### src/hw/scaler_consts.svh
`ifndef SCALER_CONSTS_SVH
`define SCALER_CONSTS_SVH

`default_nettype none

// sizing shared by both banks, the readout and the testbench

// beams on the front end, two threshold bits each
`define SCAL_NBEAMS 6

// one scaler, saturates at all ones
`define SCAL_CNT_W 16

// host read address
`define SCAL_ADR_W 7

// status word sits at the top of the address space
`define SCAL_STATUS_ADR 7'd127

// count addresses run from 0 to 2*nbeams-1
`define SCAL_NCOUNT_ADR (2 * `SCAL_NBEAMS)

`default_nettype wire

`endif

### src/hw/scaler_pkg.sv
`include "scaler_consts.svh"

`default_nettype none

package scaler_pkg;

    // one 32-bit read word, decoded per address
    typedef union packed {
        struct packed {
            logic [15:0] rsvd;          // reads zero
            logic [15:0] count;
        } count_view;
        struct packed {
            logic [15:0] period;        // completed periods
            logic [7:0]  nbeams;
            logic [6:0]  rsvd;          // reads zero
            logic        valid;         // set after the first timer pulse
        } status_view;
    } scal_word_u;

    // add one sampled bit, stick at all ones
    function automatic logic [`SCAL_CNT_W-1:0] sat_inc(
        input logic [`SCAL_CNT_W-1:0] cnt,
        input logic                   inc
    );
        logic [`SCAL_CNT_W:0] sum;
        sum = {1'b0, cnt} + {{`SCAL_CNT_W{1'b0}}, inc};
        return sum[`SCAL_CNT_W] ? {`SCAL_CNT_W{1'b1}} : sum[`SCAL_CNT_W-1:0];
    endfunction

endpackage

`default_nettype wire

### src/hw/beam_scaler_bank.sv
`include "scaler_consts.svh"

`default_nettype none

// one bank of cycle counters, one per beam, for a single threshold level
module beam_scaler_bank import scaler_pkg::*; (
    input  logic                                  ifclk,
    input  logic                                  rst_n_i,
    input  logic [`SCAL_NBEAMS-1:0]               hit_i,      // discriminator bits
    input  logic                                  timer_i,    // end of period
    output logic [`SCAL_NBEAMS*`SCAL_CNT_W-1:0]   held_o      // beam b at [b*W +: W]
);

    for (genvar b = 0; b < `SCAL_NBEAMS; b++) begin : g_beam

        logic [`SCAL_CNT_W-1:0] run_q;    // running count of this period
        logic [`SCAL_CNT_W-1:0] held_q;   // count of the last closed period
        logic [`SCAL_CNT_W-1:0] run_nxt;

        // the sample taken on the timer edge still belongs to the closing period
        assign run_nxt = sat_inc(run_q, hit_i[b]);

        always_ff @(posedge ifclk) begin
            if (!rst_n_i) begin
                run_q <= '0;
            end else if (timer_i) begin
                run_q <= '0;              // restart for the next period
            end else begin
                run_q <= run_nxt;
            end
        end

        // host reads zero until the first period closes
        always_ff @(posedge ifclk) begin
            if (!rst_n_i) begin
                held_q <= '0;
            end else if (timer_i) begin
                held_q <= run_nxt;
            end
        end

        assign held_o[b*`SCAL_CNT_W +: `SCAL_CNT_W] = held_q;

    end

endmodule

`default_nettype wire

### src/hw/scaler_readout.sv
`include "scaler_consts.svh"

`default_nettype none

// period bookkeeping and the host read port over both scaler banks
module scaler_readout import scaler_pkg::*; (
    input  logic                                  ifclk,
    input  logic                                  rst_n_i,
    input  logic                                  timer_i,
    input  logic [`SCAL_NBEAMS*`SCAL_CNT_W-1:0]   lo_held_i,
    input  logic [`SCAL_NBEAMS*`SCAL_CNT_W-1:0]   hi_held_i,
    input  logic                                  rd_req_i,
    input  logic [`SCAL_ADR_W-1:0]                rd_adr_i,
    output logic                                  rd_ack_o,
    output logic [$bits(scal_word_u)-1:0]         rd_dat_o,
    output logic                                  done_o
);

    // read FSM encoding
    localparam logic [1:0] ST_IDLE    = 2'd0;
    localparam logic [1:0] ST_DECODE  = 2'd1;
    localparam logic [1:0] ST_ACK     = 2'd2;
    localparam logic [1:0] ST_RELEASE = 2'd3;

    logic [15:0]                 period_q;    // completed periods
    logic                        valid_q;
    logic                        done_q;

    logic [1:0]                  state_q;
    logic                        ack_q;
    logic [`SCAL_ADR_W-1:0]      adr_q;       // address captured with the request
    logic [`SCAL_ADR_W-2:0]      beam_idx;
    logic [`SCAL_CNT_W-1:0]      sel_cnt;
    scal_word_u                  word;        // word built from adr_q
    logic [$bits(scal_word_u)-1:0] dat_q;

    // period counter and valid flag, both move on the snapshot
    always_ff @(posedge ifclk) begin
        if (!rst_n_i) begin
            period_q <= '0;
            valid_q  <= 1'b0;
        end else if (timer_i) begin
            period_q <= period_q + 16'd1;
            valid_q  <= 1'b1;
        end
    end

    // held counts are loaded on the timer edge, so done follows one cycle later
    always_ff @(posedge ifclk) begin
        if (!rst_n_i) begin
            done_q <= 1'b0;
        end else begin
            done_q <= timer_i;
        end
    end

    assign done_o = done_q;

    // address decode
    assign beam_idx = adr_q[`SCAL_ADR_W-1:1];   // even = low, odd = high
    assign sel_cnt  = adr_q[0] ? hi_held_i[beam_idx*`SCAL_CNT_W +: `SCAL_CNT_W]
                               : lo_held_i[beam_idx*`SCAL_CNT_W +: `SCAL_CNT_W];

    always_comb begin
        word = '0;                              // unused addresses read zero
        if (adr_q == `SCAL_STATUS_ADR) begin
            word.status_view.period = period_q;
            word.status_view.nbeams = 8'(`SCAL_NBEAMS);
            word.status_view.valid  = valid_q;
        end else if (adr_q < `SCAL_NCOUNT_ADR) begin
            word.count_view.count = sel_cnt;
        end
    end

    // four-phase read handshake
    always_ff @(posedge ifclk) begin
        if (!rst_n_i) begin
            state_q <= ST_IDLE;
            ack_q   <= 1'b0;
        end else begin
            case (state_q)
                ST_IDLE: begin
                    if (rd_req_i) begin
                        state_q <= ST_DECODE;
                    end
                end
                ST_DECODE: begin
                    state_q <= ST_ACK;          // word lands on rd_dat_o here
                end
                ST_ACK: begin
                    ack_q <= 1'b1;
                    // wait for the host to drop its request
                    if (ack_q && !rd_req_i) begin
                        state_q <= ST_RELEASE;
                    end
                end
                ST_RELEASE: begin
                    ack_q   <= 1'b0;
                    state_q <= ST_IDLE;
                end
                default: begin
                    state_q <= ST_IDLE;
                    ack_q   <= 1'b0;
                end
            endcase
        end
    end

    // address and data registers carry no reset
    always_ff @(posedge ifclk) begin
        if (state_q == ST_IDLE && rd_req_i) begin
            adr_q <= rd_adr_i;
        end
        // latched once, a later snapshot leaves it alone
        if (state_q == ST_DECODE) begin
            dat_q <= word;
        end
    end

    assign rd_ack_o = ack_q;
    assign rd_dat_o = dat_q;

endmodule

`default_nettype wire

### src/hw/beamscaler_top.sv
`include "scaler_consts.svh"

`default_nettype none

// beam scaler, low and high threshold banks plus the host readout
module beamscaler_top import scaler_pkg::*; (
    input  logic                          ifclk,
    input  logic                          rst_n_i,
    input  logic [2*`SCAL_NBEAMS-1:0]     count_i,    // {hi, lo} per beam
    input  logic                          timer_i,
    output logic                          done_o,
    input  logic                          rd_req_i,
    input  logic [`SCAL_ADR_W-1:0]        rd_adr_i,
    output logic                          rd_ack_o,
    output logic [$bits(scal_word_u)-1:0] rd_dat_o
);

    logic [`SCAL_NBEAMS-1:0]              lo_hit;
    logic [`SCAL_NBEAMS-1:0]              hi_hit;
    logic [`SCAL_NBEAMS*`SCAL_CNT_W-1:0]  lo_held;
    logic [`SCAL_NBEAMS*`SCAL_CNT_W-1:0]  hi_held;

    // even bits are the low thresholds, odd bits the high ones
    for (genvar b = 0; b < `SCAL_NBEAMS; b++) begin : g_split
        assign lo_hit[b] = count_i[2*b];
        assign hi_hit[b] = count_i[2*b+1];
    end

    beam_scaler_bank u_lo_bank (
        .ifclk   (ifclk),
        .rst_n_i (rst_n_i),
        .hit_i   (lo_hit),
        .timer_i (timer_i),
        .held_o  (lo_held)
    );

    beam_scaler_bank u_hi_bank (
        .ifclk   (ifclk),
        .rst_n_i (rst_n_i),
        .hit_i   (hi_hit),
        .timer_i (timer_i),
        .held_o  (hi_held)
    );

    scaler_readout u_readout (
        .ifclk     (ifclk),
        .rst_n_i   (rst_n_i),
        .timer_i   (timer_i),
        .lo_held_i (lo_held),
        .hi_held_i (hi_held),
        .rd_req_i  (rd_req_i),
        .rd_adr_i  (rd_adr_i),
        .rd_ack_o  (rd_ack_o),
        .rd_dat_o  (rd_dat_o),
        .done_o    (done_o)
    );

endmodule

`default_nettype wire

### config.mk
export PLATFORM = sky130hd
export DESIGN_NAME = beamscaler_top
export DESIGN_NICKNAME = d
export VERILOG_FILES = /design/src/hw/scaler_pkg.sv /design/src/hw/beam_scaler_bank.sv /design/src/hw/scaler_readout.sv /design/src/hw/beamscaler_top.sv
export VERILOG_INCLUDE_DIRS = /design/src /design/src/hw
export SDC_FILE = /design/constraint.sdc
export NUM_CORES = 1
export LEC_CHECK = 0
export BUFFER_PORTS_ARGS = -buffer_cell sky130_fd_sc_hd__clkbuf_2
export CAP_MARGIN = 20
export CORE_MARGIN = 2
export CORE_UTILIZATION = 40
export DETAILED_ROUTE_END_ITERATION = 12
export HOLD_SLACK_MARGIN = 0.15
export SLEW_MARGIN = 20
export SYNTH_ARGS = -nofsm -noshare
export SYNTH_HDL_FRONTEND = slang
export SYNTH_SLANG_ARGS = --single-unit
### constraint.sdc
create_clock -name ifclk -period 4.8 [get_ports ifclk]
set_clock_uncertainty 0.05 [all_clocks]
set_input_delay 0.96 -clock ifclk [delete_from_list [all_inputs] [get_ports ifclk]]
set_output_delay 0.96 -clock ifclk [all_outputs]
set_load 0.01 [all_outputs]
---- Word level (Yosys, flattened, before mapping) ----
Index checks and enable logic that the tools add are counted.
word-level totals
  register bits ........................... 444
  bits in latches ......................... 0
  memory bits (writable) .................. 0
  bits in read-only memories .............. 0
  word-level logic and storage cells ...... 85
  memories ................................ 0
operators by class
  $add $sub $neg .......................... 13
  $mul .................................... 0
  div/mod/pow operators ................... 0
  $lt $le $gt $ge ......................... 1
  eq/ne operators ......................... 6
  shift operators ......................... 2
  mux-type cells .......................... 19
  bitwise logic cells ..................... 2
  reductions and logical operators ........ 8
operators by type and width
  cell                                                                          number
  16-bit 2-to-1 mux                                                             13
  16-bit by 1-bit adder with 17-bit output                                      12
  96-bit by 11-bit indexed part select with 16-bit output                       2
  16-bit by 1-bit adder with 16-bit output, second input constant               1
  11-bit 2-to-1 mux                                                             1
  2-bit one-hot mux with 4 select lines                                         1
  7-bit == test, second input constant                                          1
  7-bit by 4-bit less-than comparator with 1-bit output, second input constant  1
  2-bit == test, second input constant                                          2
  2-bit 2-to-1 mux                                                              2
  2-bit OR reduction                                                            2
  2-bit by 1-bit == test with 1-bit output, second input constant               1
  1-bit logical AND                                                             2
  2-bit zero test                                                               1
  2-bit by 1-bit != test with 1-bit output, second input constant               1
  2-bit != test, second input constant                                          1
  1-bit inverter                                                                2
  1-bit one-hot mux with 2 select lines                                         1
  2-bit AND reduction                                                           1
  2-bit nonzero test                                                            1
  1-bit zero test                                                               1
  1-bit 2-to-1 mux                                                              1

---- Logic depth before layout (Yosys ltp) ----
  depth after elaboration ................. 4
  mapped depth ............................ 8
  depth with buffers taken out ............ 6

---- Hierarchy ----
Synthesis repeated with hierarchy kept, for this count alone.
second synthesis, totals
  cells, all modules ...................... 2151
  area total of the unflattened synthesis .. 19444.9 sq um
modules (own cells, without submodules)
  module            times used  cells an instance  area an instance (sq um)  sequential area each (sq um)
  beam_scaler_bank  2           897                7777.5                    3843.7
  scaler_readout    1           357                3890.0                    1591.5

---- Least setup slack after synthesis ----
Ideal clock, no wire load.
  path kind ............................... input to register
  start point ............................. input count_i[1]
  end point ............................... register u_hi_bank.g_beam[0].held_q[5]
  library setup time ...................... 0.091 ns
  arrival ................................. 2.448 ns
  setup slack ............................. 2.211 ns
  stages .................................. 6
  cell sequence ........................... ha_1 -> ha_1 -> nand4_1 -> nor3_1 -> nand2_1 -> a311oi_1
between the ends
  cells in the longest elaborated chain, start to end .. 2
RTL lines
  item                                      line                    RTL
  from (decl)                               beamscaler_top.sv:9     input logic [2*`SCAL_NBEAMS-1:0] count_i,
  16-bit by 1-bit adder with 17-bit output  scaler_pkg.sv:27        sum = {1'b0, cnt} + {{`SCAL_CNT_W{1'b0}}, inc};
  16-bit 2-to-1 mux                         scaler_pkg.sv:28        return sum[`SCAL_CNT_W] ? {`SCAL_CNT_W{1'b1}} : sum[`SCAL_CNT_W-1:0];
  to (signal assigned)                      beam_scaler_bank.sv:38  held_q <= run_nxt;
  to (decl)                                 beam_scaler_bank.sv:17  logic [`SCAL_CNT_W-1:0] held_q;
Every way passes these cells.
A chain may end at the register's enable or synchronous reset.

==> tab_implementation.tex <==
\begin{tabular}{lr}
\hline
Metric & Value \\
\hline
\multicolumn{2}{l}{\textbf{Placed design}} \\
Final weighted congestion of routability-driven global placement & roughly 0.86 \\
Cell count after placement & 2719 \\
Buffers added on ports & 56 \\
Final HPWL from detailed placement & 36700 um \\
Worst Setup Slack post-DPL & between 1000 and 1500 ps \\
Cell area after placement & a little over 20000 um\^{}2 \\
\multicolumn{2}{l}{\textbf{Global route}} \\
Wire length of the first global-routing pass & roughly 83000 um \\
Global route hottest layer & met2 \\
Met2 layer usage reported by global route & around a third \\
Number of antenna violations at the first check in global routing & 2 \\
Number of global-route vias before repair & 14600 \\
Total track usage & around a fifth \\
Met1 Use GR & roughly 29\% \\
Pin count of the biggest net entering global routing & 238 \\
GRT Residual Overflow & 0 \\
M3 GR Usage & under 10\% \\
\multicolumn{2}{l}{\textbf{Timing}} \\
Final period utilization & between 50 and 60\% \\
Max Slew Vio Count & 0 \\
Slack of the critical path & 2020 ps \\
Setup repair after global routing missed its margin & false \\
Max-slew headroom & around a quarter \\
Maximum operating frequency & about 0.36 GHz \\
Slew at the pin closest to its max-slew limit & 1110 ps \\
Min Tclk post-route & roughly 2800 ps \\
Setup violation total in the final timing report & 0 \\
Sum Neg Setup Slack & 0 ps \\
Final hold violation count & 0 \\
Fin Hold WS & around 400 ps \\
\multicolumn{2}{l}{\textbf{Clock tree}} \\
Clock tree from TritonCTS & done \\
Count of H-tree levels built during CTS & 2 \\
Number of instances resized during post-cts repair & 0 \\
CTS Buf Count & between 40 and 50 \\
Root Buffer & clkbuf\_16 \\
Post-CTS Hold Fix Bufs & 0 \\
Sinks on the clock net & 444 \\
Latest clock arrival within the worst-skew pair & between 500 and 600 ps \\
Number of post-CTS setup repair buffers & 0 \\
Number of buffers on the longest clock path & 3 \\
Clk pin slew, worst setup/hold paths & approximately 60 ps \\
\multicolumn{2}{l}{\textbf{Worst setup path}} \\
Critical Path Fanout Max & 33 \\
Worst endpoint required time & $\sim$5000 ps \\
Critical Setup Path Class & register to register \\
Worst Setup SP & u\_readout.adr\_q[0]\$\_DFFE\_PP\_ \\
Endpoint class of the critical path & register \\
Signal arrival time at the worst endpoint & 3040 ps \\
Beginning of the worst register-to-register path & u\_readout.adr\_q[0]\$\_DFFE\_PP\_ \\
Startpoint types & register \\
\multicolumn{2}{l}{\textbf{Layout}} \\
\# fillers & between 4000 and 5000 \\
Share of post-route cells with drive strength above 1 & between 10\% and 20\% \\
Total number of nets in the final design & $\sim$2200 \\
Final cell area excluding filler cells & about 22000 um\^{}2 \\
Final core utilization & a little under half \\
Synthesis-to-finish area growth & 11.6\% \\
Post-Layout Cell Count & between 2000 and 3000 \\
\multicolumn{2}{l}{\textbf{Route}} \\
Routed len/inst & between 15 and 20 um \\
Number of remaining DRC errors & 0 \\
Vias after detailed routing & 16100 \\
Detailed Route Iter0 Violations & around 1400 \\
DR vias/cell & roughly 5.7 \\
First-pass DRT Iterations & 5 \\
Number of routed nets with antenna violations & 0 \\
Final routed wirelength across all metal layers & around 53000 um \\
\multicolumn{2}{l}{\textbf{Floorplan}} \\
Total Die Area & 51200 um\^{}2 \\
Die X-Extent & approximately 230 um \\
Die Y-Extent & roughly 230 um \\
Starting Density & 40.5\% \\
Row count & 81 \\
Number of top-level design ports & 57 \\
Core ar. & slightly below 50000 um\^{}2 \\
\multicolumn{2}{l}{\textbf{Hold path}} \\
Min-delay src & u\_lo\_bank.g\_beam[3].held\_q[14]\$\_SDFFE\_PN0P\_ \\
HP Class & register to register \\
\multicolumn{2}{l}{\textbf{Run}} \\
Max cap viols & 0 \\
\multicolumn{2}{l}{\textbf{Outcome}} \\
Outcome & complete, no violations \\
\multicolumn{2}{l}{\textbf{Yosys}} \\
Portion of synthesized cell area occupied by the leading cell type & between 40\% and 50\% \\
Post-synth top area cell & dfxtp\_1 \\
Syn nets & around 2200 \\
Portion of the post-synthesis area used by sequential elements & roughly 47\% \\
Dominant cells by area after synthesis & dfxtp\_1 (41\%), edfxtp\_1 (5.9\%), mux4\_2 (5.5\%) \\
Primary flip-flop cell chosen by synthesis mapping & dfxtp\_1 \\
Share of flip-flops with an asynchronous set or reset after synthesis & 0\% \\
Number of enable flip-flop cells after synthesis & 39 \\
YS warnings & 0 \\
Count of state elements after synthesis & $\sim$440 \\
Area of the mapped netlist & between 15000 and 20000 um\^{}2 \\
Syn Area/Cell & roughly 9.3 um\^{}2 \\
Synthesized instance count & between 2000 and 2500 \\
Library cells used by synthesis & 76 \\
\multicolumn{2}{l}{\textbf{Power}} \\
Internal Power & 6.44 mW \\
Clock group share of total power & 42.7\% \\
Pwr Total & $\sim$8.6 mW \\
Switching share of power & between 20\% and 30\% \\
Power share of the sequential group & between 40 and 50\% \\
Leakage & between 7 and 8 nW \\
Combinational power share & 10.1\% \\
PD cells & 391 nW/um\^{}2 \\
Net switching component of the power & 2.18 mW \\
Peak supply drop & 212 uV \\
\hline
\end{tabular}
==> cells in the mapped netlist, drive strengths merged, types with 28 or more instances <==
cell,count
mux4,48
nor4,41
a211oi,65
inv,29
o21ai,150
nand2,120
buf,36
nand4,61
clkbuf,100
a21oi,154
nand3,84
ha,30
xnor2,46
and4,30
nand2b,28
mux2i,35
edfxtp,39
xor2,31
nor2,251
nor3,82
a31oi,54
dfxtp,405
==> flip-flops by register name, summed over array words and instances, names as in the netlist <==
signal and count:
u_hi_bank.g_beam.held_q 96, u_hi_bank.g_beam.run_q 96, u_lo_bank.g_beam.held_q 96, u_lo_bank.g_beam.run_q 96
u_readout.adr_q 7, u_readout.done_o 1, u_readout.period_q 16, u_readout.rd_ack_o 1
u_readout.rd_dat_o 32, u_readout.state_q 2, u_readout.valid_q 1
==> power groups by stage <==
stage,Clock (mW),Combinational (mW),Sequential [mW]
2_1_floorplan,0,0.554,4.15
3_3_place_gp,0,0.871,4.15
3_5_place_dp,0,0.882,4.16
4_1_cts,3.75,0.883,4.08
5_1_grt,3.89,0.961,4.09
6_report,3.68,0.872,4.07
==> path summary, 6_finish.rpt <==
kind                                                       to  slack, ps  cells after the start
hold reg to reg   u_lo_bank.g_beam[3].held_q[14]$_SDFFE_PN0P_        410                      2
setup reg to reg              u_readout.rd_dat_o[0]$_DFFE_PN_       2020                      5
setup / recovery              u_readout.rd_dat_o[0]$_DFFE_PN_       2020                      5
hold / removal    u_lo_bank.g_beam[3].held_q[14]$_SDFFE_PN0P_        410                      2
==> area by class of cell <==
| cell class | instances | area [um^2] | area share, % |
|---|---|---|---|
| clock inverters | 25 | 240 | 1.09 |
| diodes | 1 | 2.50 | 0.0113 |
| multi-input cells | 1514 | 9850 | 44.7 |
| flip-flops and latches | 444 | 9280 | 42.0 |
| inverters | 29 | 109 | 0.493 |
| repair buffers | 68 | 432 | 1.96 |
| well taps | 664 | 831 | 3.76 |
| clock buffers | 61 | 1320 | 5.99 |
==> metal layers <==
metal / share of wire (%) / wire length, um / vias to the layer above
met4: 3.0 / 1600 / 2
met2: 45 / 23800 / 432
li1: - / - / 7805
met3: 5.4 / 2860 / 83
met5: 0.019 / 10 / -
met1: 47 / 24700 / 7776
==> worst max-delay path, cell delays in order, from the launching register on <==
cell and delay [ps]:
edfxtp_1 920, buf_12 300, mux4_2 400, mux2i_1 370
nor3_1 100, a221o_1 340
==> cell families (layout without fill, tap and decap cells) <==
group	Yosys count	after routing	share of synthesized area [%]
buffers and inverters	165	183	3.40
XOR/XNOR	77	77	3.41
multiplexers	83	83	7.24
flip-flops	444	444	46.9
AND/OR/NAND/NOR	801	801	21.0
other	0	1	0
adder cells (fa/ha/maj)	30	30	1.90
AO/OA/AOI/OAI	523	523	16.1
==> cell usage in the layout (no fill, tap or decap), types with 39 or more instances in the layout <==
master       n
nand4_1     57
o21ai_0    150
dfxtp_1    405
a211oi_1    65
mux4_2      48
a31oi_1     54
clkbuf_2    54
nor3_1      80
nand3_1     84
a21oi_1    154
nand2_1    116
edfxtp_1    39
clkbuf_16   49
xnor2_1     46
nor2_1     250
Power figures use the tool's default switching activity.
